--- config.mk ---
export PLATFORM = sky130hd
export DESIGN_NAME = rf_secure_top
export DESIGN_NICKNAME = d
export VERILOG_FILES = /design/src/logic/rf_pkg.sv /design/src/logic/rf_read_if.sv /design/src/logic/rf_storage.sv /design/src/logic/rf_read_port.sv /design/src/logic/rf_alert.sv /design/src/logic/rf_secure_top.sv
export SDC_FILE = /design/constraint.sdc
export NUM_CORES = 2
export LEC_CHECK = 0
export ABC_AREA = 1
export BUFFER_PORTS_ARGS = -buffer_cell sky130_fd_sc_hd__buf_2
export CAP_MARGIN = 20
export CELL_PAD_IN_SITES_DETAIL_PLACEMENT = 1
export CELL_PAD_IN_SITES_GLOBAL_PLACEMENT = 1
export CORE_AREA = 3 3 484 486
export CTS_BUF_LIST = sky130_fd_sc_hd__clkbuf_16
export CTS_CLUSTER_DIAMETER = 150
export CTS_CLUSTER_SIZE = 8
export DETAILED_ROUTE_END_ITERATION = 10
export DIE_AREA = 0 0 487 489
export HOLD_SLACK_MARGIN = 0.08
export PLACE_DENSITY = 0.57
export SYNTH_ARGS = -nofsm -noshare
export SYNTH_HDL_FRONTEND = slang
export SYNTH_SLANG_ARGS = --single-unit
export TNS_END_PERCENT = 100
--- constraint.sdc ---
create_clock -name clk_i -period 8.1 [get_ports clk_i]
set_input_delay 0.81 -clock clk_i [delete_from_list [all_inputs] [get_ports clk_i]]
set_output_delay 0.81 -clock clk_i [all_outputs]
set_load 0.1 [all_outputs]
--- src/logic/rf_pkg.sv ---
// Register file widths, types, alert causes and SEC-DED encode and syndrome functions
package rf_pkg;

  ////////////////////////////////////////////////////////////
  // Geometry
  ////////////////////////////////////////////////////////////

  localparam int DATA_W   = 32;
  localparam int ECC_W    = 7;
  localparam int NUM_REGS = 32;
  localparam int ADDR_W   = 5;

  typedef logic [ADDR_W-1:0]       rf_addr_t;
  typedef logic [DATA_W-1:0]       rf_data_t;
  // Data in the low bits, check bits on top
  typedef logic [DATA_W+ECC_W-1:0] rf_word_t;

  // Most recent alert source
  typedef enum logic [1:0] {
    ALERT_NONE,
    ALERT_ECC,
    ALERT_CSR,
    ALERT_LFSR
  } alert_cause_e;

  ////////////////////////////////////////////////////////////
  // SEC-DED code
  ////////////////////////////////////////////////////////////

  // Hamming check bits 0..5
  // Data bits sit on positions 3,5,6,7,9.. skipping powers of two
  function automatic logic [ECC_W-2:0] hamming_chk(rf_data_t data);
    logic [ECC_W-2:0] chk;
    int unsigned      idx;
    chk = '0;
    idx = 0;
    for (int unsigned pos = 3; pos < DATA_W + ECC_W; pos++) begin
      if ((pos & (pos - 1)) != 0) begin
        for (int j = 0; j < ECC_W - 1; j++) begin
          if (pos[j]) begin
            chk[j] = chk[j] ^ data[idx];
          end
        end
        idx++;
      end
    end
    return chk;
  endfunction

  // Overall parity goes in the top bit
  function automatic rf_word_t ecc_encode(rf_data_t data);
    logic [ECC_W-2:0] chk;
    chk = hamming_chk(data);
    return {^{chk, data}, chk, data};
  endfunction

  // Zero only for a valid codeword
  function automatic logic [ECC_W-1:0] ecc_syndrome(rf_word_t word);
    logic [ECC_W-2:0] chk;
    chk = hamming_chk(word[DATA_W-1:0]);
    return {^word, chk ^ word[DATA_W+ECC_W-2:DATA_W]};
  endfunction

endpackage

--- src/logic/rf_read_if.sv ---
// Read port interface between read port, codeword storage and alert unit
`timescale 1ns/1ns

interface rf_read_if;

  // Request from the read port
  rf_pkg::rf_addr_t raddr;
  logic             re;

  // Stored codeword back from the array
  rf_pkg::rf_word_t rword;

  // Syndrome check result
  logic             ecc_err;

  modport reader (
    output raddr,
    output re,
    output ecc_err,
    input  rword
  );

  modport store (
    input  raddr,
    output rword
  );

  modport alert (
    input  ecc_err
  );

endinterface

--- src/logic/rf_storage.sv ---
// Register file codeword storage with ECC encoding, x0 dummy gating and per-port lookup
`timescale 1ns/1ns

module rf_storage #(
  parameter int NUM_READ_PORTS = 2
) (
  input  logic             clk_i,
  input  logic             rst_n_i,

  // Write port
  input  logic             we_i,
  input  logic             dummy_wr_i,
  input  rf_pkg::rf_addr_t waddr_i,
  input  rf_pkg::rf_data_t wdata_i,

  // Codeword lookup, one per read port
  rf_read_if.store         rd_ports [NUM_READ_PORTS]
);

  // Codeword of all-zero data
  localparam rf_pkg::rf_word_t ZERO_WORD = rf_pkg::ecc_encode(rf_pkg::rf_data_t'(0));

  ////////////////////////////////////////////////////////////
  // Write side
  ////////////////////////////////////////////////////////////

  rf_pkg::rf_word_t mem_q [rf_pkg::NUM_REGS];

  // Encoded write data
  rf_pkg::rf_word_t wr_word;

  // Write targets x0
  logic             wr_x0;

  // Final write strobe after x0 gating
  logic             wr_en;

  assign wr_word = rf_pkg::ecc_encode(wdata_i);

  assign wr_x0 = (waddr_i == '0);

  // x0 only takes writes from dummy instructions
  assign wr_en = we_i && (!wr_x0 || dummy_wr_i);

  ////////////////////////////////////////////////////////////
  // Codeword array
  ////////////////////////////////////////////////////////////

  always_ff @(posedge clk_i) begin
    if (!rst_n_i) begin
      // Every entry back to a valid zero codeword
      for (int r = 0; r < rf_pkg::NUM_REGS; r++) begin
        mem_q[r] <= ZERO_WORD;
      end
    end else if (wr_en) begin
      mem_q[waddr_i] <= wr_word;
    end
  end

  ////////////////////////////////////////////////////////////
  // Read lookup
  ////////////////////////////////////////////////////////////

  // No bypass
  // same-cycle write is seen only after the edge
  for (genvar p = 0; p < NUM_READ_PORTS; p++) begin : g_lookup
    assign rd_ports[p].rword = mem_q[rd_ports[p].raddr];
  end

endmodule

--- src/logic/rf_read_port.sv ---
// Register file read port with syndrome check, check-bit strip and x0 read rule
`timescale 1ns/1ns

module rf_read_port (
  input  logic             re_i,
  input  logic             dummy_rd_i,
  input  rf_pkg::rf_addr_t raddr_i,
  output rf_pkg::rf_data_t rdata_o,

  // Link to storage and alert unit
  rf_read_if.reader        rd_if
);

  // Syndrome of the returned codeword
  logic [rf_pkg::ECC_W-1:0] syndrome;

  // Data part of the codeword
  rf_pkg::rf_data_t         word_data;

  // Address decode for x0
  logic                     is_x0;
  logic                     mask_x0;

  ////////////////////////////////////////////////////////////
  // Request
  ////////////////////////////////////////////////////////////

  assign rd_if.raddr = raddr_i;
  assign rd_if.re    = re_i;

  ////////////////////////////////////////////////////////////
  // ECC check
  ////////////////////////////////////////////////////////////

  assign syndrome = rf_pkg::ecc_syndrome(rd_if.rword);

  // Flag only on an enabled read
  assign rd_if.ecc_err = rd_if.re && (syndrome != '0);

  ////////////////////////////////////////////////////////////
  // Data out
  ////////////////////////////////////////////////////////////

  // Check bits dropped
  assign word_data = rd_if.rword[rf_pkg::DATA_W-1:0];

  assign is_x0 = (raddr_i == '0);

  // x0 reads as zero unless this is a dummy read
  assign mask_x0 = is_x0 && !dummy_rd_i;

  assign rdata_o = mask_x0 ? '0 : word_data;

endmodule

--- src/logic/rf_alert.sv ---
// Alert unit registering major and minor alerts and the last alert cause
`timescale 1ns/1ns

module rf_alert #(
  parameter int NUM_READ_PORTS = 2
) (
  input  logic     clk_i,
  input  logic     rst_n_i,

  // External triggers
  input  logic     csr_err_i,
  input  logic     lfsr_lockup_i,

  // ECC errors from all read ports
  rf_read_if.alert rd_ports [NUM_READ_PORTS],

  output logic     alert_major_o,
  output logic     alert_minor_o
);

  logic [NUM_READ_PORTS-1:0] ecc_err_vec;
  logic                      ecc_any;

  logic                      major_q;
  logic                      minor_q;

  // Debug only
  rf_pkg::alert_cause_e      cause_q;
  rf_pkg::alert_cause_e      cause_d;

  // Gather per-port errors
  for (genvar p = 0; p < NUM_READ_PORTS; p++) begin : g_ecc
    assign ecc_err_vec[p] = rd_ports[p].ecc_err;
  end

  assign ecc_any = |ecc_err_vec;

  // Keep old cause when nothing fires
  // ECC wins over CSR, CSR over lockup
  always_comb begin
    cause_d = cause_q;
    if (ecc_any) begin
      cause_d = rf_pkg::ALERT_ECC;
    end else if (csr_err_i) begin
      cause_d = rf_pkg::ALERT_CSR;
    end else if (lfsr_lockup_i) begin
      cause_d = rf_pkg::ALERT_LFSR;
    end
  end

  ////////////////////////////////////////////////////////////
  // Alert registers
  ////////////////////////////////////////////////////////////

  always_ff @(posedge clk_i) begin
    if (!rst_n_i) begin
      major_q <= 1'b0;
      minor_q <= 1'b0;
      cause_q <= rf_pkg::ALERT_NONE;
    end else begin
      major_q <= csr_err_i || ecc_any;
      minor_q <= lfsr_lockup_i;
      cause_q <= cause_d;
    end
  end

  assign alert_major_o = major_q;
  assign alert_minor_o = minor_q;

endmodule

--- src/logic/rf_secure_top.sv ---
// Hardened register file top level with storage, read ports and alert unit
`timescale 1ns/1ns

module rf_secure_top #(
  parameter int NUM_READ_PORTS = 2
) (
  input  logic                                    clk_i,
  input  logic                                    rst_n_i,

  // Write port
  input  logic                                    we_i,
  input  rf_pkg::rf_addr_t                        waddr_i,
  input  rf_pkg::rf_data_t                        wdata_i,
  input  logic                                    dummy_wr_i,

  // Read ports, indexed by port
  input  logic             [NUM_READ_PORTS-1:0]   re_i,
  input  rf_pkg::rf_addr_t [NUM_READ_PORTS-1:0]   raddr_i,
  input  logic             [NUM_READ_PORTS-1:0]   dummy_rd_i,
  output rf_pkg::rf_data_t [NUM_READ_PORTS-1:0]   rdata_o,

  // Alert triggers from outside
  input  logic                                    csr_err_i,
  input  logic                                    lfsr_lockup_i,

  output logic                                    alert_major_o,
  output logic                                    alert_minor_o
);

  // One link per read port
  rf_read_if rd_if [NUM_READ_PORTS] ();

  ////////////////////////////////////////////////////////////
  // Storage
  ////////////////////////////////////////////////////////////

  rf_storage #(
    .NUM_READ_PORTS ( NUM_READ_PORTS )
  ) rf_storage_i (
    .clk_i          ( clk_i          ),
    .rst_n_i        ( rst_n_i        ),
    .we_i           ( we_i           ),
    .dummy_wr_i     ( dummy_wr_i     ),
    .waddr_i        ( waddr_i        ),
    .wdata_i        ( wdata_i        ),
    .rd_ports       ( rd_if          )
  );

  ////////////////////////////////////////////////////////////
  // Read ports
  ////////////////////////////////////////////////////////////

  for (genvar g = 0; g < NUM_READ_PORTS; g++) begin : g_read_port
    rf_read_port read_port_i (
      .re_i       ( re_i[g]       ),
      .dummy_rd_i ( dummy_rd_i[g] ),
      .raddr_i    ( raddr_i[g]    ),
      .rdata_o    ( rdata_o[g]    ),
      .rd_if      ( rd_if[g]      )
    );
  end

  ////////////////////////////////////////////////////////////
  // Alerts
  ////////////////////////////////////////////////////////////

  rf_alert #(
    .NUM_READ_PORTS ( NUM_READ_PORTS )
  ) rf_alert_i (
    .clk_i          ( clk_i          ),
    .rst_n_i        ( rst_n_i        ),
    .csr_err_i      ( csr_err_i      ),
    .lfsr_lockup_i  ( lfsr_lockup_i  ),
    .rd_ports       ( rd_if          ),
    .alert_major_o  ( alert_major_o  ),
    .alert_minor_o  ( alert_minor_o  )
  );

endmodule

==> run metrics <==
status=complete, no violations; Routed Antenna Nets=0; drt drc=0; worst-skew pair later-pin latency=830 ps; Worst Setup Slack, final=2530 ps; WS Path Type=input pin to output port; Seq/Total Area, Yosys=50.9%; RD Place Congestion=0.912; largest net degree at the start of global routing=159; worst clock skew=31.8 ps; Comb pwr share=24.3%; maximum clock rate=179 MHz; switching power=6.84 mW; die width=487 um; row cnt=176; number of synthesis warnings=0; Synth area leaders=edfxtp_1 (51%), nand2_1 (17%), nand3_1 (9.9%); Initial DRC Count=8509; Hold Slack=170 ps; Via-to-Cell Ratio=5.85; cell internal pwr=12.3 mW; Levels on crit path=12; critical path data required time=7290 ps; share of total power in sequential cells=40.0%; Setup TNS=0 ps; Max Root-Sink Buffers=3; vias in the first global route=73500; Slew Limit Headroom=18.0%; Buffers & Inverters on Critical Path=5; Post-Syn Instances=9893; IR drop worst, VDD=0.558 mV; R2R Setup Slk=4560 ps; post-synthesis sequential element count=1250; Setup Viol. Count Final=0; cell area after synthesis=0.0736 sq mm; Total Nets Final=9664; first-pass GRT wire length=573000 um; Hold Path Class=input pin to register; Hold Path End=rf_alert_i.alert_minor_o; Max Fanout on Critical Path=31; CTS hold repair buffers=0; detailed placement HPWL=244000 um; clk sinks=1250; Switching Share=35.6%; final WL=414000 um; routed length per placed instance=32.7 um; Setup WS pre-CTS=2510 ps; GRT Util Overall=33.9%; Area Overhead vs Synth=11.6%; initial antenna violation count=12; Buffers on Ports=122; cell area power density=234 mW/mm^2; Root Buffer=clkbuf_16; fin crit period=5570 ps; area leader, netlist=edfxtp_1; Crit-path slowest cell=buf_4; fin. max-slew vios=0; Synth top area share=50.9%; RR Startpoint=rf_storage_i.mem_q[31][31]; Core ar.=0.230 sq mm; cell family with the largest share of critical-path delay=buffers and inverters; die area=0.238 sq mm; post-CTS setup buffers=0; unique cell type count in the Yosys netlist=38; RSZ-0062 raised after global routing=false; clock share of power=35.7%; layout cell share with drive strength beyond 1=6.57%; Worst Setup End Kind=output port; HP Start=lfsr_lockup_i; CP peak stage delay=740 ps; H-tree Lvls=4; max cap viols=0; drt pass-1 iters=6; CP Cell Sequence=buf_6, inv_4, nor2_4, buf_4, buf_4, nand3_1, nand2_1, nor2_1, nand2_1, nand2_1, nor2_1, buf_2; Post-Syn Area per Cell=7.44 sq um; vias=74100; synthesized net count=9950; TritonCTS clock tree=yes; top-level port count=123; CTS clk-pin slew, worst paths=50 ps; final hold vios=0; cts bufs inserted=174; crit path DAT=4760 ps; hold path depth=3; Worst-Margin Slew=1220 ps; Die Ht=489 um; Worst path most repeated cell=nand2_1; Initial Util=32.0%; crit start category=input pin; Final period util=68.8%; Reg-to-Reg End=rf_alert_i.alert_major_o; global route total overflow=0; Resize count post-CTS=0; Leakage Power=35.0 nW; Reg2Reg Depth=24
-- worst reg2reg max path, cell delays in order, from the launching register on --
cell and delay (ps):
edfxtp_1 370, inv_1 80, nand2_1 50, nand3_1 100, nand3_1 110, nand3_1 180
nand2_1 320, a21oi_1 770, nand2_1 110, nand2_1 170, nand2_1 90, nand2_1 70
nand2_1 50, nand2_1 90, nand2_1 60, nand2_1 100, nand2_1 70, nand3_1 80
nand2_1 50, nor2_1 100, nand2_1 140, nand2_1 100, nand3_1 60, nand2_1 70
inv_1 40
-- registers in the layout (all words and copies together) (netlist names) --
signal,cells
rf_storage_i.mem_q,1248
rf_alert_i.alert_minor_o,1
rf_alert_i.alert_major_o,1
-- Yosys cell counts --
master and instances:
nand3b_1 9, clkbuf_1 497, a211oi_1 3, nor4_1 3, buf_2 172, nand3_1 1457, a31oi_1 16, o21a_1 1
inv_1 382, buf_1 116, nand4_1 2, and2_1 1, xor2_2 2, a32o_1 2, xor2_1 47, o211ai_1 62
o21ai_0 126, nor2_1 1841, a21oi_1 204, edfxtp_1 1248, o311ai_1 3, nor3_1 11, or2_2 2, mux2i_1 3
xnor2_1 43, nor2_2 1, o21ai_1 206, o31ai_1 1, nor2b_1 1, o22ai_1 5, dfxtp_1 2, nand2_1 3367
xnor2_2 4, nand2b_1 3, clkinv_1 6, a22oi_1 2, inv_2 39, or2_1 3
-- final cells by class --
class / instances / area (sq um)
Antenna cell: 5 / 12.5
Clock buffer: 179 / 4480
Clock inverter: 24 / 145
Fill cell: 27600 / 148000
Inverter: 427 / 1650
Multi-Input combinational cell: 7431 / 31900
Sequential cell: 1250 / 37500
Tap cell: 3026 / 3790
Timing Repair Buffer: 323 / 2720
-- power by group through the flow --
stage | logic, mW | registers [mW] | clock network (mW)
global placement | 4.49 | 7.77 | 0
finish | 4.66 | 7.67 | 6.85
detailed placement | 4.56 | 7.79 | 0
global route | 4.95 | 7.70 | 7.15
CTS | 4.57 | 7.66 | 6.94
floorplan | 2.78 | 7.74 | 0
-- layout by cell type, fill, tap and decap left out, types with 8 or more instances in the layout --
cell / Yosys / routed
inv_1: 382 / 399
nor3_1: 11 / 9
buf_16: 0 / 9
nand2_2: 0 / 8
buf_12: 0 / 28
nand3_1: 1457 / 1457
xnor2_1: 43 / 43
o21ai_1: 206 / 206
xor2_1: 47 / 45
edfxtp_1: 1248 / 1248
a21oi_1: 204 / 204
nor2_1: 1841 / 1838
o21ai_0: 126 / 126
buf_2: 172 / 112
nand2_1: 3367 / 3303
inv_2: 39 / 35
buf_4: 0 / 166
o211ai_1: 62 / 62
a31oi_1: 16 / 16
clkbuf_16: 0 / 179
nand3b_1: 9 / 9
nand2_4: 0 / 56
-- through the flow --
step	total power [mW]	util, %	cell area [sq um]	cells
2_1_floorplan	10.5	-	73600	9893
3_5_place_dp	12.3	33.7	77400	12500
6_report	19.2	35.7	82200	12700
4_1_cts	19.2	35.7	82100	12700
5_1_grt	19.8	35.7	82200	12700
3_3_place_gp	12.3	33.6	77200	12400
-- worst max path at each step --
stage               startpoint           to  slack [ps]
floorplan           raddr_i[0]  rdata_o[10]        3640
global placement    raddr_i[7]  rdata_o[53]        2520
detailed placement  raddr_i[7]  rdata_o[53]        2510
CTS                 raddr_i[7]  rdata_o[53]        2490
global route        raddr_i[0]   rdata_o[9]        2450
finish              raddr_i[7]  rdata_o[53]        2530
-- kinds of logic (layout without fill, tap and decap cells) --
group / count (synthesis) / count (layout) / synth area share [%]
AO/OA/AOI/OAI: 631 / 631 / 4.59
buffers and inverters: 1212 / 953 / 6.47
multiplexers: 3 / 3 / 0.0408
flip-flops: 1250 / 1250 / 50.9
other: 0 / 5 / 0
AND/OR/NAND/NOR: 6701 / 6701 / 36.8
XOR/XNOR: 96 / 96 / 1.20
-- routing by layer --
layer	share of wire, %	track usage, %	up-vias
met5	0.0097	0	-
met4	6.4	19.2	6
met3	8.2	5.32	933
met2	45	53.7	3757
met1	41	44.3	37800
li1	-	-	31500
Power figures use the tool's default switching activity.
